--- config.mk ---
export PLATFORM = sky130hd
export DESIGN_NAME = arcade_shell
export DESIGN_NICKNAME = d
export VERILOG_FILES = /design/src/arcade_pkg.sv /design/src/arcade_controls.sv /design/src/game_input_map.sv /design/src/rom_download_ctrl.sv /design/src/arcade_shell.sv
export SDC_FILE = /design/constraint.sdc
export NUM_CORES = 1
export LEC_CHECK = 0
export ABC_AREA = 0
export BUFFER_PORTS_ARGS = -buffer_cell sky130_fd_sc_hd__buf_2
export CORE_ASPECT_RATIO = 1.25
export CORE_MARGIN = 2
export CORE_UTILIZATION = 40
export CTS_CLUSTER_SIZE = 24
export DETAILED_ROUTE_END_ITERATION = 12
export PLACE_DENSITY = 0.8
export SYNTH_ARGS = -nofsm -noshare
export SYNTH_HDL_FRONTEND = slang
export SYNTH_SLANG_ARGS = --single-unit
export TNS_END_PERCENT = 100
--- constraint.sdc ---
create_clock -name clk_sys -period 2.31 [get_ports clk_sys]
set_input_delay 0.1155 -clock clk_sys [delete_from_list [all_inputs] [get_ports clk_sys]]
set_output_delay 0.1155 -clock clk_sys [all_outputs]
set_load 0.005 [all_outputs]
--- src/arcade_pkg.sv ---
package arcade_pkg;

	typedef logic [6:0]  game_id_t;     // core_mod
	typedef logic [31:0] status_t;      // osd option word
	typedef logic [24:0] ioctl_addr_t;  // download byte address

	typedef struct packed {
		logic up;
		logic down;
		logic left;
		logic right;
		logic fire_a;
		logic fire_b;
	} player_t;

	typedef struct packed {
		logic coin;
		logic start1;
		logic start2;
	} panel_t;

	// active-low input and dip banks as seen by the core
	typedef struct packed {
		logic [7:0] inp0;
		logic [7:0] inp1;
		logic [7:0] inp2;
		logic [7:0] dsw0;
		logic [7:0] dsw1;
	} inp_bank_t;

	typedef struct packed {
		logic [22:0] addr;  // 16-bit word address
		logic [1:0]  ds;
		logic [15:0] data;
		logic        we;
	} sdram_wr_t;

	localparam game_id_t game_flicky      = 7'd0;
	localparam game_id_t game_pitfall2    = 7'd1;
	localparam game_id_t game_starjacker  = 7'd2;
	localparam game_id_t game_regulus     = 7'd3;
	localparam game_id_t game_upndown     = 7'd4;
	localparam game_id_t game_myhero      = 7'd5;
	localparam game_id_t game_ninja       = 7'd6;
	localparam game_id_t game_mrviking    = 7'd7;

	// status word fields
	localparam int st_reset      = 0;
	localparam int st_rotate     = 2;
	localparam int st_service    = 6;
	localparam int st_crypt      = 7;
	localparam int st_lives      = 8;   // 2 bits
	localparam int st_extend     = 10;  // 2 bits
	localparam int st_difficulty = 12;

	// ps/2 set 2 make codes
	localparam logic [7:0] key_coin   = 8'h2e;  // 5
	localparam logic [7:0] key_start1 = 8'h16;  // 1
	localparam logic [7:0] key_start2 = 8'h1e;  // 2

endpackage

--- src/arcade_controls.sv ---
`timescale 1ns/1ps

module arcade_controls (
	input  logic                 clk_sys,
	input  logic                 rst_n,
	input  logic [7:0]           joystick_0,
	input  logic [7:0]           joystick_1,
	input  logic                 key_strobe,
	input  logic                 key_pressed,
	input  logic [7:0]           key_code,
	input  logic                 rotate,
	output arcade_pkg::player_t  player1,
	output arcade_pkg::player_t  player2,
	output arcade_pkg::panel_t   panel
);

	logic coin_held;
	logic start1_held;
	logic start2_held;

	// joystick bits: 0 right, 1 left, 2 down, 3 up, 4 fire a, 5 fire b
	function automatic arcade_pkg::player_t map_joy(input logic [7:0] joy, input logic rot);
		arcade_pkg::player_t p;
		p.fire_a = joy[4];
		p.fire_b = joy[5];
		if (rot)
		begin
			// clockwise, cabinet turned for a vertical screen
			p.up    = joy[0];
			p.right = joy[2];
			p.down  = joy[1];
			p.left  = joy[3];
		end
		else
		begin
			p.up    = joy[3];
			p.down  = joy[2];
			p.left  = joy[1];
			p.right = joy[0];
		end
		return p;
	endfunction

	always_ff @(posedge clk_sys or negedge rst_n)
	begin
		if (!rst_n)
		begin
			coin_held   <= 1'b0;
			start1_held <= 1'b0;
			start2_held <= 1'b0;
		end
		else if (key_strobe)
		begin
			case (key_code)
				arcade_pkg::key_coin:   coin_held   <= key_pressed;
				arcade_pkg::key_start1: start1_held <= key_pressed;
				arcade_pkg::key_start2: start2_held <= key_pressed;
				default: ;  // other keys ignored
			endcase
		end
	end

	assign player1 = map_joy(joystick_0, rotate);
	assign player2 = map_joy(joystick_1, rotate);

	assign panel.coin   = coin_held;
	assign panel.start1 = start1_held;
	assign panel.start2 = start2_held;

endmodule

--- src/game_input_map.sv ---
`timescale 1ns/1ps

module game_input_map (
	input  logic                   clk_sys,
	input  logic                   rst_n,
	input  arcade_pkg::game_id_t   core_mod,
	input  arcade_pkg::status_t    status,
	input  arcade_pkg::player_t    player1,
	input  arcade_pkg::player_t    player2,
	input  arcade_pkg::panel_t     panel,
	output arcade_pkg::inp_bank_t  banks,
	output logic                   crypt
);

	arcade_pkg::inp_bank_t bank_d;
	logic known;
	logic has_ud;   // up/down wired
	logic has_fb;   // second button wired
	logic svc;
	logic [7:0] dip1;

	// left, right, up, down, -, fire a, fire b, -  then inverted
	function automatic logic [7:0] stick_byte(input arcade_pkg::player_t p, input logic ud,
		input logic fb);
		return ~{p.left, p.right, p.up & ud, p.down & ud, 1'b0, p.fire_a, p.fire_b & fb, 1'b0};
	endfunction

	assign dip1 = {1'b0,
		~status[arcade_pkg::st_difficulty],
		~status[arcade_pkg::st_extend +: 2],
		~status[arcade_pkg::st_lives +: 2],
		2'b00};

	always_comb
	begin
		known  = 1'b1;
		has_ud = 1'b1;
		has_fb = 1'b0;
		svc    = ~status[arcade_pkg::st_service];
		case (core_mod)
			arcade_pkg::game_flicky:
			begin
				has_ud = 1'b0;
				svc    = 1'b0;
			end
			arcade_pkg::game_pitfall2:
			begin
				has_ud = 1'b0;
				has_fb = 1'b1;
				svc    = 1'b0;
			end
			arcade_pkg::game_starjacker,
			arcade_pkg::game_regulus:   has_fb = 1'b1;
			arcade_pkg::game_upndown,
			arcade_pkg::game_myhero,
			arcade_pkg::game_ninja,
			arcade_pkg::game_mrviking:  has_fb = 1'b0;
			default:                    known  = 1'b0;
		endcase

		if (known)
		begin
			bank_d.inp0 = stick_byte(player1, has_ud, has_fb);
			bank_d.inp1 = stick_byte(player2, has_ud, has_fb);
			bank_d.inp2 = ~{2'b00, panel.start2, panel.start1, svc, 2'b00, panel.coin};
			bank_d.dsw0 = 8'hff;
			bank_d.dsw1 = dip1;
		end
		else
			bank_d = '1;  // nothing pressed, all switches off
	end

	always_ff @(posedge clk_sys or negedge rst_n)
	begin
		if (!rst_n)
		begin
			banks <= '1;
			crypt <= 1'b0;
		end
		else
		begin
			banks <= bank_d;
			crypt <= ~status[arcade_pkg::st_crypt];  // option reads "crypt off"
		end
	end

endmodule

--- src/rom_download_ctrl.sv ---
`timescale 1ns/1ps

module rom_download_ctrl #(
	parameter arcade_pkg::ioctl_addr_t tile_base = 25'h22000
) (
	input  logic                     clk_sys,
	input  logic                     rst_n,
	input  logic                     ioctl_download,
	input  logic                     ioctl_wr,
	input  arcade_pkg::ioctl_addr_t  ioctl_addr,
	input  logic [7:0]               ioctl_dout,
	input  logic                     status_reset,
	input  logic                     button_reset,
	output logic                     port1_req,
	output arcade_pkg::sdram_wr_t    port1,
	output logic                     port2_req,
	output arcade_pkg::sdram_wr_t    port2,
	output logic                     core_reset
);

	logic wr_last;
	logic download_last;
	logic rom_loaded;
	logic wr_rise;
	arcade_pkg::ioctl_addr_t tile_offset;

	assign wr_rise = ioctl_download & ioctl_wr & ~wr_last;
	assign tile_offset = ioctl_addr - tile_base;

	always_ff @(posedge clk_sys or negedge rst_n)
	begin
		if (!rst_n)
		begin
			wr_last   <= 1'b0;
			port1_req <= 1'b0;
			port2_req <= 1'b0;
			port1     <= '0;
			port2     <= '0;
		end
		else
		begin
			wr_last <= ioctl_wr;
			if (wr_rise)
			begin
				port1_req <= ~port1_req;
				port2_req <= ~port2_req;

				// program roms, byte lane from address bit 0
				port1.addr <= ioctl_addr[23:1];
				port1.ds   <= {ioctl_addr[0], ~ioctl_addr[0]};
				port1.data <= {ioctl_dout, ioctl_dout};
				port1.we   <= 1'b1;

				// tile roms interleaved into 32-bit words
				port2.addr <= {6'd0, tile_offset[17:16], tile_offset[13:0], tile_offset[15]};
				port2.ds   <= {tile_offset[14], ~tile_offset[14]};
				port2.data <= {ioctl_dout, ioctl_dout};
				port2.we   <= 1'b1;
			end
		end
	end

	always_ff @(posedge clk_sys or negedge rst_n)
	begin
		if (!rst_n)
		begin
			download_last <= 1'b0;
			rom_loaded    <= 1'b0;
			core_reset    <= 1'b1;
		end
		else
		begin
			download_last <= ioctl_download;
			if (download_last & ~ioctl_download)
				rom_loaded <= 1'b1;  // sticky
			core_reset <= status_reset | button_reset | ~rom_loaded;
		end
	end

endmodule

--- src/arcade_shell.sv ---
`timescale 1ns/1ps

module arcade_shell #(
	parameter arcade_pkg::ioctl_addr_t tile_base = 25'h22000
) (
	input  logic                     clk_sys,
	input  logic                     rst_n,
	input  logic [7:0]               joystick_0,
	input  logic [7:0]               joystick_1,
	input  logic                     key_strobe,
	input  logic                     key_pressed,
	input  logic [7:0]               key_code,
	input  arcade_pkg::status_t      status,
	input  arcade_pkg::game_id_t     core_mod,
	input  logic                     button_reset,
	input  logic                     ioctl_download,
	input  logic                     ioctl_wr,
	input  arcade_pkg::ioctl_addr_t  ioctl_addr,
	input  logic [7:0]               ioctl_dout,
	output arcade_pkg::inp_bank_t    banks,
	output logic                     crypt,
	output logic                     port1_req,
	output arcade_pkg::sdram_wr_t    port1,
	output logic                     port2_req,
	output arcade_pkg::sdram_wr_t    port2,
	output logic                     core_reset
);

	arcade_pkg::player_t player1;
	arcade_pkg::player_t player2;
	arcade_pkg::panel_t  panel;

	arcade_controls i_arcade_controls (
		.clk_sys     (clk_sys),
		.rst_n       (rst_n),
		.joystick_0  (joystick_0),
		.joystick_1  (joystick_1),
		.key_strobe  (key_strobe),
		.key_pressed (key_pressed),
		.key_code    (key_code),
		.rotate      (status[arcade_pkg::st_rotate]),
		.player1     (player1),
		.player2     (player2),
		.panel       (panel)
	);

	game_input_map i_game_input_map (
		.clk_sys  (clk_sys),
		.rst_n    (rst_n),
		.core_mod (core_mod),
		.status   (status),
		.player1  (player1),
		.player2  (player2),
		.panel    (panel),
		.banks    (banks),
		.crypt    (crypt)
	);

	rom_download_ctrl #(
		.tile_base (tile_base)
	) i_rom_download_ctrl (
		.clk_sys        (clk_sys),
		.rst_n          (rst_n),
		.ioctl_download (ioctl_download),
		.ioctl_wr       (ioctl_wr),
		.ioctl_addr     (ioctl_addr),
		.ioctl_dout     (ioctl_dout),
		.status_reset   (status[arcade_pkg::st_reset]),  // osd reset entry
		.button_reset   (button_reset),
		.port1_req      (port1_req),
		.port1          (port1),
		.port2_req      (port2_req),
		.port2          (port2),
		.core_reset     (core_reset)
	);

endmodule

# Yosys cells after proc, flatten, opt, wreduce, memory -nomap -nowiden
# Index checks and enable logic that the tools add are counted.
# Widths: inputs -> output; s select.
[op_classes] bitwise_logic=26 add_sub_neg=1 muxes=7 n_reduce_logical=7 eq_ne=10
[op_table] cell="$mux 40" count=1
[op_table] cell="$eq 7x3->1 const B" count=4
[op_table] cell="$sub 18x18->18 const B" count=1
[op_table] cell="$eq 8x5->1 const B" count=2
[op_table] cell="$not 8->8" count=2
[op_table] cell="$eq 7x2->1 const B" count=2
[op_table] cell="$not 1->1" count=10
[op_table] cell="$and 1x1->1" count=9
[op_table] cell="$eq 8x6->1 const B" count=1
[op_table] cell="$mux 4" count=2
[op_table] cell="$not 6->8" count=1
[op_table] cell="$reduce_or 8->1" count=1
[op_table] cell="$eq 7x1->1 const B" count=1
[op_table] cell="$logic_not 7->1" count=1
[op_table] cell="$reduce_and 2->1" count=3
[op_table] cell="$mux 1" count=4
[op_table] cell="$not 2->2" count=2
[op_table] cell="$reduce_or 3->1" count=1
[op_table] cell="$or 1x1->1" count=2
[op_table] cell="$reduce_or 2->1" count=1
[totals] ff_bits=111 out_inout_bits=128 inputBits=103 word_cells=72

# Depth between registers and ports, before layout
# Gate-level depths: netlist (run 1).
[logic_depth] ltp_word=6 ltp_mapped=5

# Cells and area by module
# Synthesis (run 1) repeated with hierarchy kept, for this count alone.
[hier_totals] hier_cells=257 area_unflattened_um2=3409.5
[by_module_without_submodules] module="rom_download_ctrl" area_per_inst_um2=2192.1 n_inst=1 seq_area_each_um2=1152.4 cells_per_inst=159
[by_module_without_submodules] module="game_input_map" area_per_inst_um2=893.4 n_inst=1 seq_area_each_um2=603.1 cells_per_inst=70
[by_module_without_submodules] module="arcade_controls" area_per_inst_um2=324.1 n_inst=1 seq_area_each_um2=75.1 cells_per_inst=28

# Least setup slack after synthesis (run 1)
# Ideal clock, no wire load.
[synth_timing] path_kind="register to register" from="register i_rom_download_ctrl.wr_last" to="register, netlist name i_rom_download_ctrl.port1[19]" path_slack_ns=1.191 arrival_ns=0.994 required_ns=2.185 path_stages_with_launch=4 setup_time_ns=0.125 cell_sequence="dfrtp_1 nand3b_1 buf_2 mux2_2"
[synth_via] elab_chain_cells=2
[synth_lines] element="start: declaration" line="rom_download_ctrl.sv:21" text="logic wr_last;"
[synth_lines] element="start signal: assignment" line="rom_download_ctrl.sv:42" text="wr_last <= ioctl_wr;"
[synth_lines] element="$not 1->1" line="rom_download_ctrl.sv:27" text="assign wr_rise = ioctl_download & ioctl_wr & ~wr_last;"
[synth_lines] element="$and 1x1->1" line="rom_download_ctrl.sv:27"
# No other way between the ends.
# A chain may end at the register's enable or synchronous reset.

# Final worst setup path (run 1)
[layout_timing] from="input port ioctl_wr" to="register, netlist name i_rom_download_ctrl.port1[30]"
[layout_via] elab_chain_cells=2
[layout_lines] element="start: declaration" line="arcade_shell.sv:17" text="input logic ioctl_wr,"
[layout_lines] element="$and 1x1->1 (2 in a row)" line="rom_download_ctrl.sv:27"
# No other way between the ends.

==> results of run 1 <==
## worst max-delay path, delay by kind of cell
kind	cells	cell delay [ns]
buf+inv	3	0.96
simple gates	1	0.46
mux	1	0.37
## layout make-up
class,count,area (sq um)
Fill cell,675,3398
Clock buffer,12,145.1
Tap cell,95,118.9
Timing Repair Buffer,221,1329
Sequential cell,72,1831
Clock inverter,4,20.02
Inverter,5,18.77
Multi-Input combinational cell,125,887.1
## per-stage QoR
step | cells | instance area (sq um)
6_report | 534 | 4349
5_1_grt | 534 | 4349
4_1_cts | 533 | 4339
3_5_place_dp | 480 | 3804
3_3_place_gp | 480 | 3804
2_1_floorplan | 271 | 3234
## power groups by stage
stage / logic [uW] / registers [uW] / clock network, uW
after floorplan: 393 / 1560 / 0
after global placement: 601 / 1530 / 0
after detailed placement: 617 / 1540 / 0
after CTS: 664 / 1520 / 890
after global routing: 731 / 1540 / 946
final: 662 / 1520 / 841
## cells by family (layout without fill, tap and decap cells)
family	count (synthesis)	after routing	share of synthesized area, %
xor+xnor	5	5	1.386
mux	42	42	14.97
flops	72	72	57.94
other cells	2	22	0.2377
simple gates	46	46	7.208
compound gates	9	9	1.505
fa+ha+maj	1	1	0.3960
buf+inv	74	242	16.36
## how the worst max path moves through the flow
stage | to | slack (ns) | cells past startpoint
after floorplan | i_rom_download_ctrl.port1[19] | 1.19 | 3
after global placement | i_rom_download_ctrl.port1[36] | 0.69 | 3
after detailed placement | i_rom_download_ctrl.port1[30] | 0.67 | 3
after CTS | i_rom_download_ctrl.port1[30] | 0.63 | 5
after global routing | i_rom_download_ctrl.port1[40] | 0.51 | 3
final | i_rom_download_ctrl.port1[30] | 0.59 | 5
## sequential cells by signal, indices dropped and copies added (netlist names)
name,count
i_arcade_controls.coin_held,1
i_rom_download_ctrl.port1_req,1
i_rom_download_ctrl.port1,24
i_game_input_map.crypt,1
i_rom_download_ctrl.wr_last,1
i_rom_download_ctrl.port2_req,1
i_arcade_controls.start2_held,1
i_rom_download_ctrl.port2,16
i_rom_download_ctrl.download_last,1
i_rom_download_ctrl.rom_loaded,1
i_game_input_map.banks,22
i_arcade_controls.start1_held,1
i_rom_download_ctrl.core_reset,1
## repair_timing
item,in CTS,in global routing
hold buffers,37,1
setup endpoints to repair,0,0
hold endpoints to repair,58,1
buffers inserted,0,0
## layout by cell type, fill, tap and decap left out, drive strengths merged
master       instances
buf                183
dfrtp               49
mux2                42
dlygate4sd3         38
nand2               29
dfstp               23
conb                22
clkbuf              12
o21ai                8
inv                  5
nor2                 4
xnor2                4
clkinv               4
nor3                 2
nand3b               2
nor4b                2
nand3                2
nor4                 1
or3                  1
and4b                1
a21o                 1
nand2b               1
nor3b                1
xor2                 1
ha                   1
## metal layers
metal / track usage (%) / wire, um / vias up
met2: 30.15 / 3898 / 116
met1: 17.22 / 2475 / 1100
met5: 0 / 0 / -
met3: 4.683 / 505 / 12
met4: 6.700 / 125 / 0
li1: - / - / 1099
==> flow_summary.ini, run 1 <==
[placed_design]
post-dp-hpwl_mm = 4.820
dp_slack_ns = 0.6689
io_buffer_count = 180
gp_congestion = 0.7572

[drt]
vias = 2327
dr.pass1.iters = 4
wl_mm = 7.005
drtIter0Drc = 52
ant_nets = 0
routedWlPerCell_um = 13.12
drc = 0
viasPerCell = 4.358

[layout]
post-route-util_pct = 56.14
drive_above_1_share_pct = 60.14
area_growth_pct = 37.66
insertedDiodeCount = 0
fin_nets = 538

[status]
outcome = finished, final reports clean

[timing]
setup_ws_ns = 0.5946
period_minus_slack_ns = 1.715
setup_viol = 0
maxSlewHeadroom_pct = 48.36
tightest_slew_ns = 0.7746
slew_violations = 0
max_freq_ghz = 0.5829
rsz0062_at_grt = false
hold_slack_ns = 0.02200
fin_crit_sh_pct = 74.26
finalClockSkew_ns = 0.005917
tns_ns = 0
hold_viol_final = 0

[global_routing]
antenna_found_initial = 0
grt_pass1_vias = 2306
overflow = 0
track_usage_pct = 16.11
grt_pass1_wl_mm = 10.83
grt_max_degree = 41

[clock_tree]
cts.htree.levels = 3
insertion_delay_ns = 0.33
cts_sinks = 72
cts_tree = done
cts_buffers = 9
clock_path_buffers = 2
root_buffer = clkbuf_8
clk_pin_slew_ns = 0.07
cts_resized = 0

[power]
irDropWorstVdd_mv = 0.3855
powerDensity_nw_per_um2 = 695.3
pwr-share-comb_pct = 21.9
internal-power_uw = 2224
p_sw_share_pct = 26.45
power_uw = 3024
power_frac_seq_pct = 50.3
p_leak_uw = 0.002140
pwr-share-clk_pct = 27.8
p_switching_uw = 799.8

[synthesis]
yosysUniqueCellTypes = 25
ys_seq_elements = 72
synth_area_sq_um = 3159
synth_common_cells = buf_4, dfrtp_1, mux2_2
yosysTopAreaCellShare_pct = 38.81
async_flop_share_pct = 100.0
yosys_warnings = 0
synth_edf_count = 0
synth_area_leaders = dfrtp_1, dfstp_2, mux2_2
syn_inst = 251
synth_area_per_cell_sq_um = 12.59
synthMostInstantiatedCell = buf_4
yosys.area.top_type = dfrtp_1
yosys_most_used_dff = dfrtp_1
ys_seq_area_share_pct = 57.94

[critical_path]
crit_start = ioctl_wr
worst-r2r-setup-slack_ns = 0.65
end_kind = flop
crit_chain = dlygate4sd3_1 -> buf_2 -> nand3b_1 -> buf_12 -> mux2_2
slowest_stage = dlygate4sd3_1
crit_arrival_ns = 1.92
startpoint_type = primary input
regToRegStartpoint = i_rom_download_ctrl.wr_last
cp_max_fo = 40
worst_r2r_endpoint = i_rom_download_ctrl.port1[30]
reg2reg_depth = 3
worstSetupPathType = primary input to flop
max_stage_delay_ns = 0.54
cp.required_ns = 2.52

[die]
die_area_sq_um = 8630
num_rows = 36
fp.dieH_um = 103.4
io_pins = 231
initial_core_util_pct = 40.78
die_w_um = 83.49
core-area_sq_um = 7747

[min_path]
hold_start = ioctl_dout[6]
min_to = i_rom_download_ctrl.port2[15]
hold_class = primary input to flop
hold_depth = 2

[job]
drv_cap = 0
Power figures use the tool's default switching activity.
==> run 2: changes to the inputs <==
--- a/config.mk
+++ b/config.mk
@@ -5,14 +5,14 @@
 export SDC_FILE = /design/constraint.sdc
 export NUM_CORES = 1
 export LEC_CHECK = 0
-export ABC_AREA = 0
+export ABC_AREA = 1
 export BUFFER_PORTS_ARGS = -buffer_cell sky130_fd_sc_hd__buf_2
 export CORE_ASPECT_RATIO = 1.25
 export CORE_MARGIN = 2
 export CORE_UTILIZATION = 40
 export CTS_CLUSTER_SIZE = 24
 export DETAILED_ROUTE_END_ITERATION = 12
-export PLACE_DENSITY = 0.8
+export PLACE_DENSITY = 0.79
 export SYNTH_ARGS = -nofsm -noshare
 export SYNTH_HDL_FRONTEND = slang
 export SYNTH_SLANG_ARGS = --single-unit
==> constraint.sdc (replaced) <==
create_clock -name clk_sys -period 1.6 [get_ports clk_sys]
set_input_delay 0.08 -clock clk_sys [delete_from_list [all_inputs] [get_ports clk_sys]]
set_output_delay 0.08 -clock clk_sys [all_outputs]
set_load 0.005 [all_outputs]
==> run 2 against run 1 <==
Compared with the run above: critical path depth shrank 1; non-clock buffer count is 20 higher; setup slack got worse by 0.25 ns; final area grew 6.4%; die area is 3.7% higher; register-to-register slack got worse by 0.18 ns; sequential power rose by 43%; combinational power grew 39%; final cell count up 21%; wire length rose by 18%.
==> flow_summary.ini, run 2 <==
[status]
outcome = finished, final reports clean

[placed_design]
io_buffer_count = 180
gp_congestion = 0.7193
post-dp-hpwl_mm = 5.313
dp_slack_ns = 0.4546

[synthesis]
synth_edf_count = 0
synthMostInstantiatedCell = nand2_1
async_flop_share_pct = 100.0
yosys_warnings = 0
yosys_most_used_dff = dfrtp_1
synth_area_sq_um = 3281
synth_area_per_cell_sq_um = 9.454
ys_seq_elements = 72
synth_area_leaders = dfrtp_1, dfstp_2, nand2_1
synth_common_cells = nand2_1, buf_4, dfrtp_1
ys_seq_area_share_pct = 55.80
syn_inst = 347
yosys.area.top_type = dfrtp_1
yosysTopAreaCellShare_pct = 37.38
yosysUniqueCellTypes = 25

[drt]
viasPerCell = 4.462
ant_nets = 0
wl_met1_mm = 3.129
vias = 2887
route.met2.wl_mm = 4.198
dr.pass1.iters = 5
highest_layer = met4
routedWlPerCell_um = 12.82
met3_length_um = 838
drtIter0Drc = 122
wl_mm = 8.295
drc = 0

[die]
io_pins = 231
initial_core_util_pct = 41.62
core-area_sq_um = 7883
die_area_sq_um = 8946
fp.dieH_um = 105.3
num_rows = 36
die_w_um = 85

[critical_path]
path_buf_inv = 3
worst_r2r_endpoint = i_rom_download_ctrl.port1[37]
cp_max_fo = 2
worstSetupPathType = primary input to flop
cpLargestDelayFamily = buffers and inverters
end_kind = flop
reg2reg_depth = 5
regToRegStartpoint = i_rom_download_ctrl.wr_last
worst-r2r-setup-slack_ns = 0.47
path_common_cell = dlygate4sd3_1
crit_chain = dlygate4sd3_1 -> buf_2 -> o211ai_1 -> dlygate4sd3_1
max_stage_delay_ns = 0.59
slowest_stage = dlygate4sd3_1
crit_arrival_ns = 1.54
startpoint_type = primary input
cp.required_ns = 1.87

[power]
p_leak_uw = 0.002479
powerDensity_nw_per_um2 = 921.4
irDropWorstVdd_mv = 0.6299

[timing]
fin_crit_sh_pct = 78.76
tns_ns = 0
period_minus_slack_ns = 1.260
setup_ws_ns = 0.3399
rsz0062_at_grt = false
hold_viol_final = 0
setup_viol = 0
slew_violations = 0
hold_slack_ns = 0.02002
finalClockSkew_ns = 0.005602
max_freq_ghz = 0.7936

[layout]
largest_register = i_rom_download_ctrl.port1
largest_register_ffs = 24
insertedDiodeCount = 0
drive_above_1_share_pct = 41.49
multi_input_area_sq_um = 904.6
fin_nets = 651
ff_latch_area_sq_um = 1831
fillers = 658
final_common_cell = buf_2
final_cell_mix = buf_2, nand2_1, dlygate4sd3_1
area_growth_pct = 41.04
top_regs = i_rom_download_ctrl.port1: 24 flops, i_game_input_map.banks: 22 flops, i_rom_download_ctrl.port2: 16 flops

[job]
drv_cap = 0

[global_routing]
grt_pass1_vias = 2756
track_usage_pct = 19.04
grt_max_degree = 73
antenna_found_initial = 0
overflow = 0
grt_pass1_wl_mm = 13.34

[min_path]
hold_depth = 3
hold_start = key_strobe
hold_class = primary input to flop
min_to = i_arcade_controls.start1_held

[clock_tree]
root_buffer = clkbuf_8
cts.htree.levels = 3
cts_tree = done
cts_buffers = 9
cts_setup_buffers = 0
insertion_delay_ns = 0.34
clk_pin_slew_ns = 0.07
cts_hold_buf = 57
clock_path_buffers = 2
cts_resized = 0
cts_sinks = 72
run 2: cell count changes after synthesis, moves of 5 or more:
cell     before  now
nand2_1      29  133
mux2_2       42    4
inv_1         4   21
o21ai_0       8    1
nand4_1       0    5
run 2: kinds of logic after synthesis:
group,after synthesis,share of synthesized area (%)
compound gates,13,2.593
other cells,2,0.2289
mux,4,1.373
flops,72,55.80
fa+ha+maj,1,0.3813
simple gates,158,19.76
xor+xnor,3,0.8011
buf+inv,94,19.07
run 2: worst max-delay path by stage:
| stage | start | endpoint | slack [ns] | depth (start not counted) |
|---|---|---|---|---|
| final | joystick_1[0] | i_game_input_map.banks[30] | 0.34 | 4 |
| after global routing | ioctl_download | i_rom_download_ctrl.port1[17] | 0.27 | 7 |
| after CTS | ioctl_download | i_rom_download_ctrl.port2[18] | 0.41 | 7 |
| after detailed placement | i_rom_download_ctrl.wr_last | i_rom_download_ctrl.port2[19] | 0.45 | 5 |
| after global placement | i_rom_download_ctrl.wr_last | i_rom_download_ctrl.port2[19] | 0.48 | 5 |
| after floorplan | i_rom_download_ctrl.wr_last | i_rom_download_ctrl.port2[19] | 0.65 | 5 |
run 2: final cells by class:
| cell class | count | area share (%) |
|---|---|---|
| sequential | 72 | 39.56 |
| timing repair buffer | 241 | 33.26 |
| multi-input combinational | 201 | 19.55 |
| clock buffer | 15 | 3.164 |
| tap | 95 | 2.569 |
| inverter | 22 | 1.785 |
| clock inverter | 1 | 0.1082 |
run 2: power breakdown:
part / switching, uW / internal [uW] / leakage (uW) / total (uW)
sequential: 142 / 2030 / 0.000841 / 2180
clock: 604 / 565 / 0.0000757 / 1170
combinational: 432 / 488 / 0.00156 / 920
run 2: per-layer routing:
metal	global-route usage (%)	up-vias
met2	31.98	171
met5	0	-
li1	-	1378
met3	6.813	10
met1	21.59	1328
met4	8.390	0
run 2: per-stage QoR:
stage / instance area, sq um / cells / utilization, % / power [uW]
after global routing: 4627 / 647 / 58.70 / 4544
after floorplan: 3356 / 367 / - / 2719
after global placement: 3905 / 574 / 49.54 / 2988
after detailed placement: 3905 / 574 / 49.54 / 3025
final: 4627 / 647 / 58.70 / 4263
after CTS: 4627 / 647 / 58.70 / 4305
run 2: worst register-to-register path: cells and delay by family (launching register included):
family	cells	cell delay (ns)
buffers and inverters	2	0.28
flip-flops	1	0.39
AND/OR/NAND/NOR	3	0.36
